[config.mk]
export PLATFORM = sky130hd
export DESIGN_NAME = video_regs
export DESIGN_NICKNAME = d
export VERILOG_FILES = /design/src/hw/video_pkg.sv /design/src/hw/video_regs.sv
export SDC_FILE = /design/constraint.sdc
export NUM_CORES = 1
export LEC_CHECK = 0
export ABC_AREA = 1
export BUFFER_PORTS_ARGS = -buffer_cell sky130_fd_sc_hd__buf_2
export CORE_MARGIN = 1.5
export CORE_UTILIZATION = 36
export DETAILED_ROUTE_END_ITERATION = 10
export GPL_ROUTABILITY_DRIVEN = 0
export GPL_TIMING_DRIVEN = 0
export HOLD_SLACK_MARGIN = 0.03
export PLACE_DENSITY = 0.78
export SLEW_MARGIN = 40
export SYNTH_ARGS = -nofsm -noshare
export SYNTH_HDL_FRONTEND = slang
export SYNTH_SLANG_ARGS = --single-unit
export TNS_END_PERCENT = 20
[constraint.sdc]
create_clock -name clk -period 1.09 [get_ports clk]
set_input_delay 0.109 -clock clk [delete_from_list [all_inputs] [get_ports clk]]
set_output_delay 0.109 -clock clk [all_outputs]
set_load 0.005 [all_outputs]
[src/hw/video_pkg.sv]
package video_pkg;

    //////////////////////////////
    // Timing modes
    //////////////////////////////

    // Reserved code runs Pentagon timing
    typedef enum logic [1:0] {
        MODE_48K      = 2'b00,
        MODE_128K     = 2'b01,
        MODE_PENTAGON = 2'b10,
        MODE_RESERVED = 2'b11
    } video_mode_e;

    //////////////////////////////
    // Wishbone classic
    //////////////////////////////

    typedef struct packed {
        logic        cyc;
        logic        stb;
        logic        we;
        logic [12:0] adr;
        logic [7:0]  dat;
    } wb_req_t;

    typedef struct packed {
        logic       ack;
        logic [7:0] dat;
    } wb_rsp_t;

    // Bitmap plus attributes
    localparam int unsigned SCREEN_BYTES = 6912;

    // Mode register at offset 0, border at offset 1
    localparam logic [12:0] REG_BASE = 13'h1B00;

    //////////////////////////////
    // Video path
    //////////////////////////////

    typedef struct packed {
        logic [8:0] hcnt;
        logic [8:0] vcnt;
        logic       last_line;
    } beam_pos_t;

    typedef struct packed {
        logic [2:0] r;
        logic [2:0] g;
        logic [2:0] b;
    } rgb_t;

endpackage

[src/hw/video_regs.sv]
`timescale 1ns/1ps

module video_regs #(
    parameter video_pkg::video_mode_e DEFAULT_MODE = video_pkg::MODE_48K
) (
    input  logic                   clk,
    input  logic                   reset,
    input  video_pkg::wb_req_t     bus_req,
    output video_pkg::wb_rsp_t     bus_rsp,
    input  logic [7:0]             ram_rd_data,
    output logic                   ram_we,
    output video_pkg::video_mode_e mode,
    output logic [2:0]             border
);
    import video_pkg::*;

    logic        ack_q;
    logic        start;
    logic        ram_sel;
    logic        mode_sel;
    logic        border_sel;
    video_mode_e mode_q;
    logic [2:0]  border_q;

    // Address decode
    assign ram_sel    = bus_req.adr < SCREEN_BYTES;
    assign mode_sel   = bus_req.adr == REG_BASE;
    assign border_sel = bus_req.adr == REG_BASE + 13'd1;

    // First cycle of a new access
    assign start  = bus_req.cyc && bus_req.stb && !ack_q;
    assign ram_we = start && bus_req.we && ram_sel;

    always_ff @(posedge clk) begin
        if (reset) begin
            ack_q    <= 1'b0;
            mode_q   <= DEFAULT_MODE;
            border_q <= 3'd0;
        end else begin
            ack_q <= start;
            if (start && bus_req.we && mode_sel)
                mode_q <= video_mode_e'(bus_req.dat[1:0]);
            if (start && bus_req.we && border_sel)
                border_q <= bus_req.dat[2:0];
        end
    end

    // Read mux, address still held during ack
    always_comb begin
        bus_rsp.ack = ack_q;
        if (ram_sel)
            bus_rsp.dat = ram_rd_data;
        else if (mode_sel)
            bus_rsp.dat = {6'd0, mode_q};
        else if (border_sel)
            bus_rsp.dat = {5'd0, border_q};
        else
            bus_rsp.dat = 8'd0;
    end

    assign mode   = mode_q;
    assign border = border_q;

endmodule

# [After elaboration in Yosys (flattened, before gate mapping)]
# Cells that the tools add are included.
[word_totals] out_inout_bits=15 inputBits=34 regBits=6 wordCells=16
[classes] mux=3 reduce_logical=7 magnitude_cmp=1 eq_ne=2
[ops] op="$eq A13 B13 Y1 const B" count=2
[ops] op="$lt A13 B13 Y1 const B" count=1
[ops] op="$mux W8" count=1
[ops] op="$logic_and A1 B1 Y1" count=6
[ops] op="$mux W3" count=2
[ops] op="$logic_not A1 Y1" count=1

# [Depth between registers and ports, before layout]
[logic_depth] word_depth=4 ltp_mapped=8 mapped_depth_nobuf=8

# [Worst setup path after synthesis]
# No wires, ideal clock.
[synth_path] path_type="reg-to-reg" from="reg ack_q" to="reg mode_q[0] (netlist: mode[0])" setup_ns=0.113 arrival_ns=0.807 t_required_ns=0.977 synth_period_minus_slack_ns=0.920 path_buffers=0 stages_incl_launch_ff=7 slack_ns=0.170 cell_sequence="dfxtp_1 > inv_1 > nand3_2 > nor2_4 > nand3_2 > nor2_1 > nor2_1"
[synth_between] elab_chain_cells=4
[synth_lines] item="from (decl)" line_no="video_regs.sv:17" rtl="logic ack_q;"
[synth_lines] item="from (signal assigned)" line_no="video_regs.sv:40" rtl="ack_q <= start;"
[synth_lines] item="$logic_not A1 Y1" line_no="video_regs.sv:31" rtl="assign start = bus_req.cyc && bus_req.stb && !ack_q;"
[synth_lines] item="$logic_and A1 B1 Y1" line_no="video_regs.sv:31"
[synth_lines] item="$logic_and A1 B1 Y1 (2 in series)" line_no="video_regs.sv:41" rtl="if (start && bus_req.we && mode_sel)"
[synth_lines] item="to (signal assigned)" line_no="video_regs.sv:42" rtl="mode_q <= video_mode_e'(bus_req.dat[1:0]);"
[synth_lines] item="to (decl)" line_no="video_regs.sv:22" rtl="video_mode_e mode_q;"
# No other way between the ends.
# A chain may end at the register's enable or synchronous reset.

# [Worst setup path in the final report]
[layout_path] from="reg ack_q" to="out ram_we"
[layout_between] elab_chain_cells=4
[layout_lines] item="$logic_not A1 Y1" line_no="video_regs.sv:31"
[layout_lines] item="$logic_and A1 B1 Y1" line_no="video_regs.sv:31"
[layout_lines] item="$logic_and A1 B1 Y1 (2 in series)" line_no="video_regs.sv:32" rtl="assign ram_we = start && bus_req.we && ram_sel;"
[layout_lines] item="to (decl)" line_no="video_regs.sv:11" rtl="output logic ram_we,"
# No other way between the ends.

==> run metrics <==
max-cap viol count=0; clock latency on the worst-skew pair=about 250 ps; Iter 0 DRT Violations=5; slowest CP cell=dfxtp_2; worst hold-check path type=in2reg; dpl ws=-28.5 ps; total track usage=between 15 and 20%; EDFF count, synth=0; Synth Warn #=0; Die ar.=~1700 sq um; CP Class=reg2out; post-synth top area cell=dfxtp_1; pin count of the biggest net entering global routing=9; dominant synthesized flop cell=dfxtp_1; Avg Vias per Cell=between 4 and 5; Worst Tran Pin Value=160 ps; Syn Std Cell Area=539 sq um; Final Max Tran Viols=0; # diodes=0; final hold slack=108 ps; filler instances=126; Ports=49; CP Launch Type=flip-flop; WP buf/inv=2; detailed placer's ending HPWL=1130 microns; DR DRC count=0; port buffer count=43; final wirelength=1460 microns; Power Density=700 nW/um^2; Post-Route Skew=around 5.2 ps; initial core utilization=39.9%; fin util=64.7%; Post-Syn Area per Cell=6.20 sq um; crit path DAT=950 ps; Worst path max stage delay=310 ps; # setup viols final=0; clock root cell=clkbuf_4; area grow syn2layout=61.9%; CTS tree=done; Synth Register Bits=6; Crit path max-delay family=flip-flops; Post-Syn Instances=between 80 and 90; top cells by area, synth=dfxtp_1 22%, inv_1 15%, nand2_1 14%; layout cells sized above 1=roughly 53%; top-area cell type share of the netlist area=22.3%; non-filler cells, final=154; remaining global-route overflow=0; count leader, synth=inv_1; Max clock buf depth=2; Leak Pwr=0.513 nW; CP cell instances=inv_2 > nand3_4 > nor3_2 > buf_2; RSZ-0062 raised after global routing=true; Req. time, crit path=980 ps; initial antenna violation count=0; Cell variety after synth=17; clock sink total=6; Max-slew headroom=89.3%; register clock-pin slew on the reported worst setup and hold paths=40 ps; post-synthesis sequential area ratio=22.3%; Worst Path Max Fanout=3; die height=41.7 microns; Num CTS Buffers=3; core area=approximately 1400 sq um; syn nets=121; DRT Pass-1 Iters=3; Final Hold Viols=0; NumNets Final=175; vias in the first global route=641; wire per inst=9.47 microns; Sequential Area=121 sq um; Worst setup EP type=output port; Die Width=~42 microns; final worst path period need=around 1100 ps; FP Rows=13; Synth async-reset ratio=0%; multi-input logic area=355 sq um; Detail Route Antenna Nets=0; worst vdd ir=598 uV; Post-Place Cells=145; Final Cycle Share=96.8%; first-pass GRT wire length=2430 microns; DR vias=662; achievable clock frequency=between 900 and 1000 MHz; top cells by count, synth=21 x inv_1, 20 x nand2_1, 16 x nor2_1; H-tree levels=1; Worst Setup Slack, final=about 35 ps; Pwr Total=0.000611 W; run status=complete, no violations
-- power by group --
part           internal (W)  leakage, nW  total [W]  switching, W
Combinational     0.0000881        0.450   0.000176     0.0000880
Clock              0.000125       0.0138   0.000212     0.0000869
Sequential         0.000222       0.0489   0.000223   0.000000913
Total              0.000435        0.513   0.000611      0.000176
-- layout by cell type, fill, tap and decap left out --
cell type	count
a21oi_4	1
and2_4	1
buf_2	43
buf_4	6
clkbuf_4	3
dfxtp_1	5
dfxtp_2	1
dlygate4sd3_1	1
inv_1	20
inv_2	1
inv_4	1
nand2_1	19
nand2_2	3
nand3_1	4
nand3_2	2
nand3_4	2
nand4_1	3
nor2_1	14
nor2_2	3
nor2_4	4
nor2_8	1
nor3_2	1
-- cell families after synthesis --
| group | share of synthesized area, % |
|---|---|
| buf+inv | 16.7 |
| compound gates | 3.02 |
| flops | 22.3 |
| simple gates | 58.0 |
-- layer usage --
metal / track usage, % / part of all wire (%)
met2: 32.8 / 50
met3: 6.96 / 4.9
met5: 0 / 0
met4: 7.74 / 1.7
met1: 17.7 / 43
-- stage by stage --
step / setup TNS [ps] / instance area (sq um)
floorplan: 0 / 539
global placement: 0 / 773
detailed placement: -74.9 / 773
CTS: -8.98 / 813
global route: -64.2 / 873
finish: 0 / 873
-- repair_timing --
action	4_1_cts	5_1_grt
gates cloned	0	0
setup buffers	1	4
hold endpoints to repair	1	0
hold buffers	1	0
gates resized for setup	0	10
pin swaps	2	4
endpoints found under the setup margin	4	8
-- worst paths after layout --
kind	start	to	slack, ps	depth (start not counted)
max reg2reg	ack_q	border[2]	50	7
max	ack_q	ram_we	30	4
min	bus_req[0]	mode[0]	110	3
min reg2reg	ack_q	ack_q	510	3
-- flip-flops by register name, indices dropped and copies added, names as in the netlist --
| name | flops |
|---|---|
| ack_q | 1 |
| border | 3 |
| mode | 2 |
-- final cells by class --
type | instances | area share [%]
Multi-Input combinational cell | 58 | 40.7
Timing Repair Buffer | 49 | 30.1
Sequential cell | 6 | 13.9
Inverter | 22 | 9.74
Clock buffer | 3 | 2.58
Tap cell | 15 | 2.15
Buffer | 1 | 0.860
-- tightest hold or removal path, stage by stage --
cell	delay [ps]
buf_2	90
nor2_1	40
nor2_1	80
Note: power is estimated with default switching activity, not from simulation.
