### src/hw/video_pkg.sv
package video_pkg;

    //////////////////////////////
    // Timing modes
    //////////////////////////////

    // Reserved code runs Pentagon timing
    typedef enum logic [1:0] {
        MODE_48K      = 2'b00,
        MODE_128K     = 2'b01,
        MODE_PENTAGON = 2'b10,
        MODE_RESERVED = 2'b11
    } video_mode_e;

    //////////////////////////////
    // Wishbone classic
    //////////////////////////////

    typedef struct packed {
        logic        cyc;
        logic        stb;
        logic        we;
        logic [12:0] adr;
        logic [7:0]  dat;
    } wb_req_t;

    typedef struct packed {
        logic       ack;
        logic [7:0] dat;
    } wb_rsp_t;

    // Bitmap plus attributes
    localparam int unsigned SCREEN_BYTES = 6912;

    // Mode register at offset 0, border at offset 1
    localparam logic [12:0] REG_BASE = 13'h1B00;

    //////////////////////////////
    // Video path
    //////////////////////////////

    typedef struct packed {
        logic [8:0] hcnt;
        logic [8:0] vcnt;
        logic       last_line;
    } beam_pos_t;

    typedef struct packed {
        logic [2:0] r;
        logic [2:0] g;
        logic [2:0] b;
    } rgb_t;

endpackage

### src/hw/pixel_fetch.sv
`timescale 1ns/1ps

module pixel_fetch (
    input  logic                 clk,
    input  logic                 reset,
    input  video_pkg::beam_pos_t pos,
    input  logic [2:0]           border,
    output logic [12:0]          vid_addr,
    input  logic [7:0]           vid_data,
    output video_pkg::rgb_t      pix
);
    import video_pkg::*;

    logic [2:0]  sub;
    logic [8:0]  fetch_row;
    logic [4:0]  fetch_col;
    logic        fetch_en;
    logic [12:0] bmp_addr;
    logic [12:0] attr_addr;
    logic [7:0]  bmp_lat;
    logic [7:0]  attr_lat;
    logic [7:0]  shift_q;
    logic [7:0]  attr_q;
    logic        in_display;
    logic [2:0]  colour;
    logic [2:0]  level;

    assign sub = pos.hcnt[2:0];

    //////////////////////////////
    // Fetch one cell ahead
    //////////////////////////////

    always_comb begin
        if (pos.hcnt < 9'd256) begin
            fetch_row = pos.vcnt;
            fetch_col = pos.hcnt[7:3] + 5'd1;
        end else begin
            // Column 0 of the next row, row 0 after the last line
            fetch_row = pos.last_line ? 9'd0 : pos.vcnt + 9'd1;
            fetch_col = 5'd0;
        end
    end

    assign fetch_en = ((pos.hcnt < 9'd248) || (pos.hcnt >= 9'd256 && pos.hcnt < 9'd264))
                      && (fetch_row < 9'd192);

    // Interleaved layout y7y6 y2y1y0 y5y4y3 x4..x0
    assign bmp_addr  = {fetch_row[7:6], fetch_row[2:0], fetch_row[5:3], fetch_col};
    assign attr_addr = 13'd6144 + {3'd0, fetch_row[7:3], fetch_col};

    // Bitmap on sub 0, attribute from sub 1 on
    assign vid_addr = (sub == 3'd0) ? bmp_addr : attr_addr;

    always_ff @(posedge clk) begin
        if (fetch_en && sub == 3'd1)
            bmp_lat <= vid_data;
        if (fetch_en && sub == 3'd2)
            attr_lat <= vid_data;
    end

    //////////////////////////////
    // Shifter and attribute
    //////////////////////////////

    // Load entering each cell, border cells past 263 reload the same bytes
    always_ff @(posedge clk) begin
        if (reset) begin
            shift_q <= 8'd0;
            attr_q  <= 8'd0;
        end else if (sub == 3'd7 && pos.hcnt != 9'd255) begin
            shift_q <= bmp_lat;
            attr_q  <= attr_lat;
        end else begin
            shift_q <= {shift_q[6:0], 1'b0};
        end
    end

    assign in_display = (pos.hcnt < 9'd256) && (pos.vcnt < 9'd192);

    // Colour bits are G R B, flash bit ignored
    always_comb begin
        if (in_display) begin
            colour = shift_q[7] ? attr_q[2:0] : attr_q[5:3];
            level  = attr_q[6] ? 3'b111 : 3'b101;
        end else begin
            colour = border;
            level  = 3'b101;
        end
        pix.r = colour[1] ? level : 3'b000;
        pix.g = colour[2] ? level : 3'b000;
        pix.b = colour[0] ? level : 3'b000;
    end

endmodule

### config.mk
export PLATFORM = sky130hd
export DESIGN_NAME = pixel_fetch
export DESIGN_NICKNAME = d
export VERILOG_FILES = /design/src/hw/video_pkg.sv /design/src/hw/pixel_fetch.sv
export SDC_FILE = /design/constraint.sdc
export NUM_CORES = 1
export LEC_CHECK = 0
export BUFFER_PORTS_ARGS = -buffer_cell sky130_fd_sc_hd__buf_2
export CAP_MARGIN = 30
export CORE_MARGIN = 4
export CORE_UTILIZATION = 25
export DETAILED_ROUTE_END_ITERATION = 10
export SLEW_MARGIN = 20
export SYNTH_ARGS = -nofsm -noshare
export SYNTH_HDL_FRONTEND = slang
export SYNTH_SLANG_ARGS = --single-unit
### constraint.sdc
create_clock -name clk -period 5.6 [get_ports clk]
set_input_delay 0.28 -clock clk [delete_from_list [all_inputs] [get_ports clk]]
set_output_delay 0.28 -clock clk [all_outputs]
set_load 0.03 [all_outputs]
---- Word-level counts from Yosys, hierarchy flattened ----
Cells that the tools add are included.
Widths: inputs -> output; s select.
cells by class
  add/sub/neg operators ................... 3
  multipliers ............................. 0
  divide/modulo/power cells ............... 0
  $lt $le $gt $ge ......................... 6
  equal/unequal tests ..................... 4
  shift-type cells ........................ 0
  muxes and demuxes ....................... 12
  bitwise logic cells ..................... 1
  reductions and logical operators ........ 9
operators with widths
  operator                number
  $lt 9x8->1 const B      3
  $lt 9x9->1 const B      2
  $mux 9                  2
  $mux 3                  5
  $add 12x11->13 const A  1
  $mux 13                 1
  $add 9x1->9 const B     1
  $ge 9x9->1 const B      1
  $ne 9x8->1 const B      1
  $mux 8                  1
  $logic_and 1x1->1       6
  $add 5x1->5 const B     1
  $mux 5                  1
  $mux 2                  2
  $eq 3x1->1 const B      1
  $eq 3x2->1 const B      1
  $eq 3x3->1 const B      1
  $logic_not 3->1         1
  $reduce_or 2->1         1
  $logic_or 1x1->1        1
  $not 1->1               1
storage, ports and cells
  bits in registers ....................... 30
  bits in latches ......................... 0
  bits in writable memories ............... 0
  memory bits (read-only) ................. 0
  input port bits ......................... 32
  output and inout port bits .............. 22
  word-level logic and storage cells ...... 40
  memories kept ........................... 0

---- Logic depth before layout (Yosys ltp) ----
  depth in word-level cells ............... 6
  gate-level depth with buffers ........... 6
  mapped depth without buffers ............ 6

---- Worst setup path after synthesis ----
Ideal clock, no wire load.
  path type ............................... input to output
  start ................................... input port pos[18] (netlist name)
  end ..................................... output port pix[2] (netlist name)
  data arrival time ....................... 1.864 ns
  data required time ...................... 5.320 ns
  setup slack ............................. 3.456 ns
  stages on the path ...................... 6
  buffers on the path ..................... 3
  cell sequence ........................... buf_4 > clkbuf_1 > a211oi_2 > nor2_1 > a21oi_1 > buf_4
RTL lines
  element          line               RTL
  start, declared  pixel_fetch.sv:6   input video_pkg::beam_pos_t pos,
  end, declared    pixel_fetch.sv:10  output video_pkg::rgb_t pix

---- Final worst setup path ----
  start ................................... input port pos[1] (netlist name)
  end ..................................... register attr_lat[3] (enable)
between the ends
  cells in the longest elaborated chain, start to end .. 6
RTL lines
  element                line               RTL
  $add 9x1->9            pixel_fetch.sv:40  fetch_row = pos.last_line ? 9'd0 : pos.vcnt + 9'd1;
  $mux 9                 pixel_fetch.sv:40
  $mux 9 (*)             pixel_fetch.sv:35  if (pos.hcnt < 9'd256) begin
  $lt 9x8->1 (*)         pixel_fetch.sv:46  && (fetch_row < 9'd192);
  $logic_and 1x1->1 (*)  pixel_fetch.sv:46
  $logic_and 1x1->1 (*)  pixel_fetch.sv:58  if (fetch_en && sub == 3'd2)
  end signal, assigned   pixel_fetch.sv:59  attr_lat <= vid_data;
  end, declared          pixel_fetch.sv:21  logic [7:0] attr_lat;
Every way passes the cells marked *; elsewhere a longest branch is shown, timed or not.
A chain may end at the register's enable or synchronous reset.

==> metrics.txt <==
# TYPE chip_impl_metric gauge
chip_impl_metric{name="grt_pass1_vias",unit=""} 1301
chip_impl_metric{name="vdd_ir_drop_max",unit="V"} 0.000102
chip_impl_metric{name="antenna_found_initial",unit=""} 0
chip_impl_metric{name="maxSlewViolCount",unit=""} 0
chip_impl_metric{name="numCtsBuffers",unit=""} 5
chip_impl_info{name="synth_top_cells_by_count",value="nor2_1 (28), mux2i_1 (20), dfxtp_1 (15), edfxtp_1 (15), nand2_1 (13)"} 1
chip_impl_metric{name="average_routed_wire_per_standard_cell",unit="microns"} 12.3
chip_impl_metric{name="netlist_instances",unit=""} 153
chip_impl_metric{name="design.core.area",unit="sq mm"} 0.00599
chip_impl_metric{name="grtUsageTotal",unit=""} 0.0955
chip_impl_info{name="crit_path_cell_trace",value="buf_2 > ha_1 > nand4_2 > o311ai_0 > nand3_1 > nor3_1"} 1
chip_impl_metric{name="max_slew_margin",unit=""} 0.409
chip_impl_metric{name="finalInstanceArea",unit="sq mm"} 0.00197
chip_impl_metric{name="synth_seq_area_share",unit=""} 0.479
chip_impl_metric{name="worstPathMaxFanout",unit=""} 7
chip_impl_metric{name="fin_cells",unit=""} 283
chip_impl_metric{name="worst_hold_slack",unit="ns"} 0.185
chip_impl_info{name="yosys.cell_count.top_type",value="nor2_1"} 1
chip_impl_metric{name="worstSkewPairLatency",unit="ns"} 0.27
chip_impl_metric{name="timing.critical_path.required",unit="ns"} 5.49
chip_impl_metric{name="floorplan.rows",unit=""} 28
chip_impl_metric{name="routed_via_density",unit=""} 4.49
chip_impl_metric{name="cts_buffer_depth",unit=""} 2
chip_impl_metric{name="design.die.area",unit="sq mm"} 0.00760
chip_impl_metric{name="power.share.combinational",unit=""} 0.183
chip_impl_metric{name="grt_start_max_net_pins",unit=""} 19
chip_impl_metric{name="insertedDiodeCount",unit=""} 0
chip_impl_info{name="yosys-top-cells-area",value="edfxtp_1 (29%), dfxtp_1 (19%), mux2i_1 (13%)"} 1
chip_impl_metric{name="placed_area",unit="sq mm"} 0.00188
chip_impl_metric{name="synth_fp_nets",unit=""} 188
chip_impl_metric{name="gp_congestion",unit=""} 0.818
chip_impl_metric{name="worstMarginPinSlew",unit="ns"} 0.879
chip_impl_metric{name="holdBufCountCts",unit=""} 0
chip_impl_metric{name="power.internal",unit="mW"} 0.353
chip_impl_metric{name="sw_frac_of_total",unit=""} 0.268
chip_impl_metric{name="seqCellArea",unit="sq um"} 751
chip_impl_metric{name="n_fill_cell",unit=""} 607
chip_impl_info{name="setup_repair_after_global_routing_missed_its_margin",value="false"} 1
chip_impl_info{name="crit_path_end_kind",value="flip-flop"} 1
chip_impl_info{name="timing.hold.worst.class",value="in -> reg"} 1
chip_impl_metric{name="nets",unit=""} 242
chip_impl_metric{name="io_buffers",unit=""} 53
chip_impl_metric{name="synth_compound_area_frac",unit=""} 0.0911
chip_impl_metric{name="multi_input_comb_area",unit="sq um"} 748
chip_impl_info{name="postSynth.topFlopCell",value="edfxtp_1"} 1
chip_impl_info{name="worst-setup-path-type",value="in -> reg"} 1
chip_impl_metric{name="final.period_utilization",unit=""} 0.384
chip_impl_metric{name="cts_max_level",unit=""} 2
chip_impl_metric{name="post-route-min-period",unit="ns"} 2.15
chip_impl_metric{name="antenna_violating_nets_post_route",unit=""} 0
chip_impl_metric{name="post_synth_xor_area_fraction",unit=""} 0.0224
chip_impl_metric{name="floorplan.die.width",unit="microns"} 87.2
chip_impl_metric{name="power_leakage",unit="nW"} 0.885
chip_impl_metric{name="synth_edf_count",unit=""} 15
chip_impl_metric{name="route.vias.total",unit=""} 1272
chip_impl_metric{name="yosys_register_bits",unit=""} 30
chip_impl_metric{name="synth_cell_type_count",unit=""} 37
chip_impl_metric{name="worst_clock_skew",unit="ns"} 0.00489
chip_impl_metric{name="critPathArrivalTime",unit="ns"} 2.04
chip_impl_metric{name="cts-resized-gates",unit=""} 0
chip_impl_metric{name="synthesis.yosys.warnings",unit=""} 0
chip_impl_metric{name="dp_hpwl",unit="mm"} 2.78
chip_impl_info{name="startpoint_type",value="primary input"} 1
chip_impl_metric{name="cap_violations",unit=""} 0
chip_impl_info{name="dominant_combinational_cell_family_by_area_after_synthesis",value="simple AND/OR/NAND/NOR gates"} 1
chip_impl_metric{name="detail_route.wirelength",unit="mm"} 3.48
chip_impl_metric{name="post_cts_buffers",unit=""} 0
chip_impl_metric{name="setup-violations-final",unit=""} 0
chip_impl_metric{name="layout_overhead_on_the_synthesized_area",unit="%"} 26.0
chip_impl_metric{name="asyncSetResetFlopFracSynth",unit=""} 0
chip_impl_info{name="cell_at_the_slowest_stage_of_the_critical_path",value="nor3_1"} 1
chip_impl_metric{name="p_clk_frac",unit=""} 0.324
chip_impl_metric{name="grt_overflow",unit=""} 0
chip_impl_metric{name="syn_area_per_cell",unit="sq um"} 10.2
chip_impl_metric{name="mux_share_of_post_synthesis_cell_area",unit=""} 0.135
chip_impl_metric{name="netlist_area",unit="sq mm"} 0.00157
chip_impl_metric{name="finalHoldViolCount",unit=""} 0
chip_impl_metric{name="synthDominantCellAreaShare",unit=""} 0.288
chip_impl_metric{name="drt_pre_antenna_iters",unit=""} 4
chip_impl_metric{name="cpPeakStageDelay",unit="ns"} 0.74
chip_impl_info{name="synth.largest_area_cell",value="edfxtp_1"} 1
chip_impl_metric{name="cellPowerDensity",unit="mW/mm^2"} 244
chip_impl_metric{name="sequentialPowerShare",unit=""} 0.493
chip_impl_metric{name="drc_errors_left",unit=""} 0
chip_impl_metric{name="initial_utilization",unit=""} 0.261
chip_impl_metric{name="dp.cells",unit=""} 274
chip_impl_metric{name="synth-adder-area-share",unit=""} 0.0240
chip_impl_metric{name="finalPower",unit="mW"} 0.483
chip_impl_metric{name="drive_gt1_frac",unit=""} 0.341
chip_impl_metric{name="yosys.area_share.simple",unit=""} 0.205
chip_impl_info{name="run_status",value="complete, no violations"} 1
chip_impl_metric{name="grt_first_pass_wirelength",unit="mm"} 5.79
chip_impl_metric{name="detailedRoute.firstIterationViolations",unit=""} 67
chip_impl_metric{name="clock_sink_count",unit=""} 30
chip_impl_metric{name="timing.fmax",unit="MHz"} 464
chip_impl_metric{name="clk_pin_slew",unit="ns"} 0.06
chip_impl_info{name="clk_root_buffer_cell",value="clkbuf_8"} 1
chip_impl_info{name="cts_tree",value="done"} 1
chip_impl_metric{name="num_io_pins",unit=""} 54
chip_impl_metric{name="power_switching",unit="mW"} 0.129
chip_impl_metric{name="die-height",unit="microns"} 87.2
chip_impl_metric{name="finalSetupTns",unit="ns"} 0
[registers in the layout, summed over array words and instances (netlist names)]
| name | count |
|---|---|
| shift_q | 8 |
| attr_lat | 7 |
| bmp_lat | 8 |
| attr_q | 7 |
[layer usage]
metal	share of wire	wire length, microns	track usage	vias up
li1	-	-	-	654
met3	0.055	193	0.0265	5
met1	0.44	1520	0.117	587
met5	0	0	0	-
met2	0.49	1710	0.158	26
met4	0.014	48	0.0377	0
[path summary, 6_finish.rpt]
path,cells after the start,from,to,slack (ns)
setup / recovery,6,pos[1],attr_lat[3]$_DFFE_PP_,3.45
hold reg to reg,2,shift_q[2]$_SDFF_PP0_,shift_q[3]$_SDFF_PP0_,0.47
setup reg to reg,2,bmp_lat[2]$_DFFE_PP_,shift_q[2]$_SDFF_PP0_,4.92
hold / removal,1,vid_data[7],bmp_lat[7]$_DFFE_PP_,0.19
[through the flow]
| step | utilization | setup WS (ns) |
|---|---|---|
| 3_3_place_gp | 0.313 | 3.09 |
| 2_1_floorplan | - | 3.46 |
| 5_1_grt | 0.330 | 3.29 |
| 4_1_cts | 0.327 | 3.44 |
| 3_5_place_dp | 0.313 | 3.15 |
| 6_report | 0.330 | 3.45 |
[power groups by stage]
stage	clock, mW	sequential, mW	combinational (mW)
after global placement	0	0.242	0.0873
after detailed placement	0	0.243	0.0885
final	0.156	0.238	0.0883
after global routing	0.173	0.238	0.0979
after CTS	0.165	0.238	0.0887
after floorplan	0	0.242	0.0588
[layout make-up]
class,instances,share of cell area
Clock inverter,2,0.00444
Timing Repair Buffer,55,0.144
Multi-Input combinational cell,111,0.379
Sequential cell,30,0.380
Inverter,4,0.00760
Clock buffer,6,0.0368
Tap cell,75,0.0475
[worst max-delay path: cells and delay by family]
family / cells / cell delay, ns
AOI/OAI and AO/OA: 1 / 0.37
and+or+nand+nor: 3 / 1.06
buffers and inverters: 1 / 0.12
adders and majority gates: 1 / 0.22
[placed cells by master, fill, tap and decap left out, types with 2 or more instances in the layout]
cell / netlist / routed
a21oi_1: 6 / 6
and2_1: 2 / 2
buf_2: 0 / 54
clkbuf_8: 0 / 5
dfxtp_1: 15 / 15
edfxtp_1: 15 / 15
ha_1: 3 / 3
inv_1: 4 / 4
mux2i_1: 20 / 20
nand2_1: 13 / 13
nand3_1: 5 / 5
nand4_1: 2 / 2
nor2_1: 28 / 28
nor3_1: 4 / 4
nor3b_1: 2 / 2
o21ai_2: 2 / 2
o2bb2ai_1: 3 / 3
xnor2_1: 2 / 2
xor2_1: 2 / 2
[cell families (layout without fill, tap and decap cells)]
kind of cell               after synthesis  in the layout
buffers and inverters                   12             67
AOI/OAI and AO/OA                       18             18
xor gates and xnor gates                 4              4
adders and majority gates                3              3
and+or+nand+nor                         65             65
DFF                                     30             30
muxes                                   21             21
(Power assumes the default switching activity.)
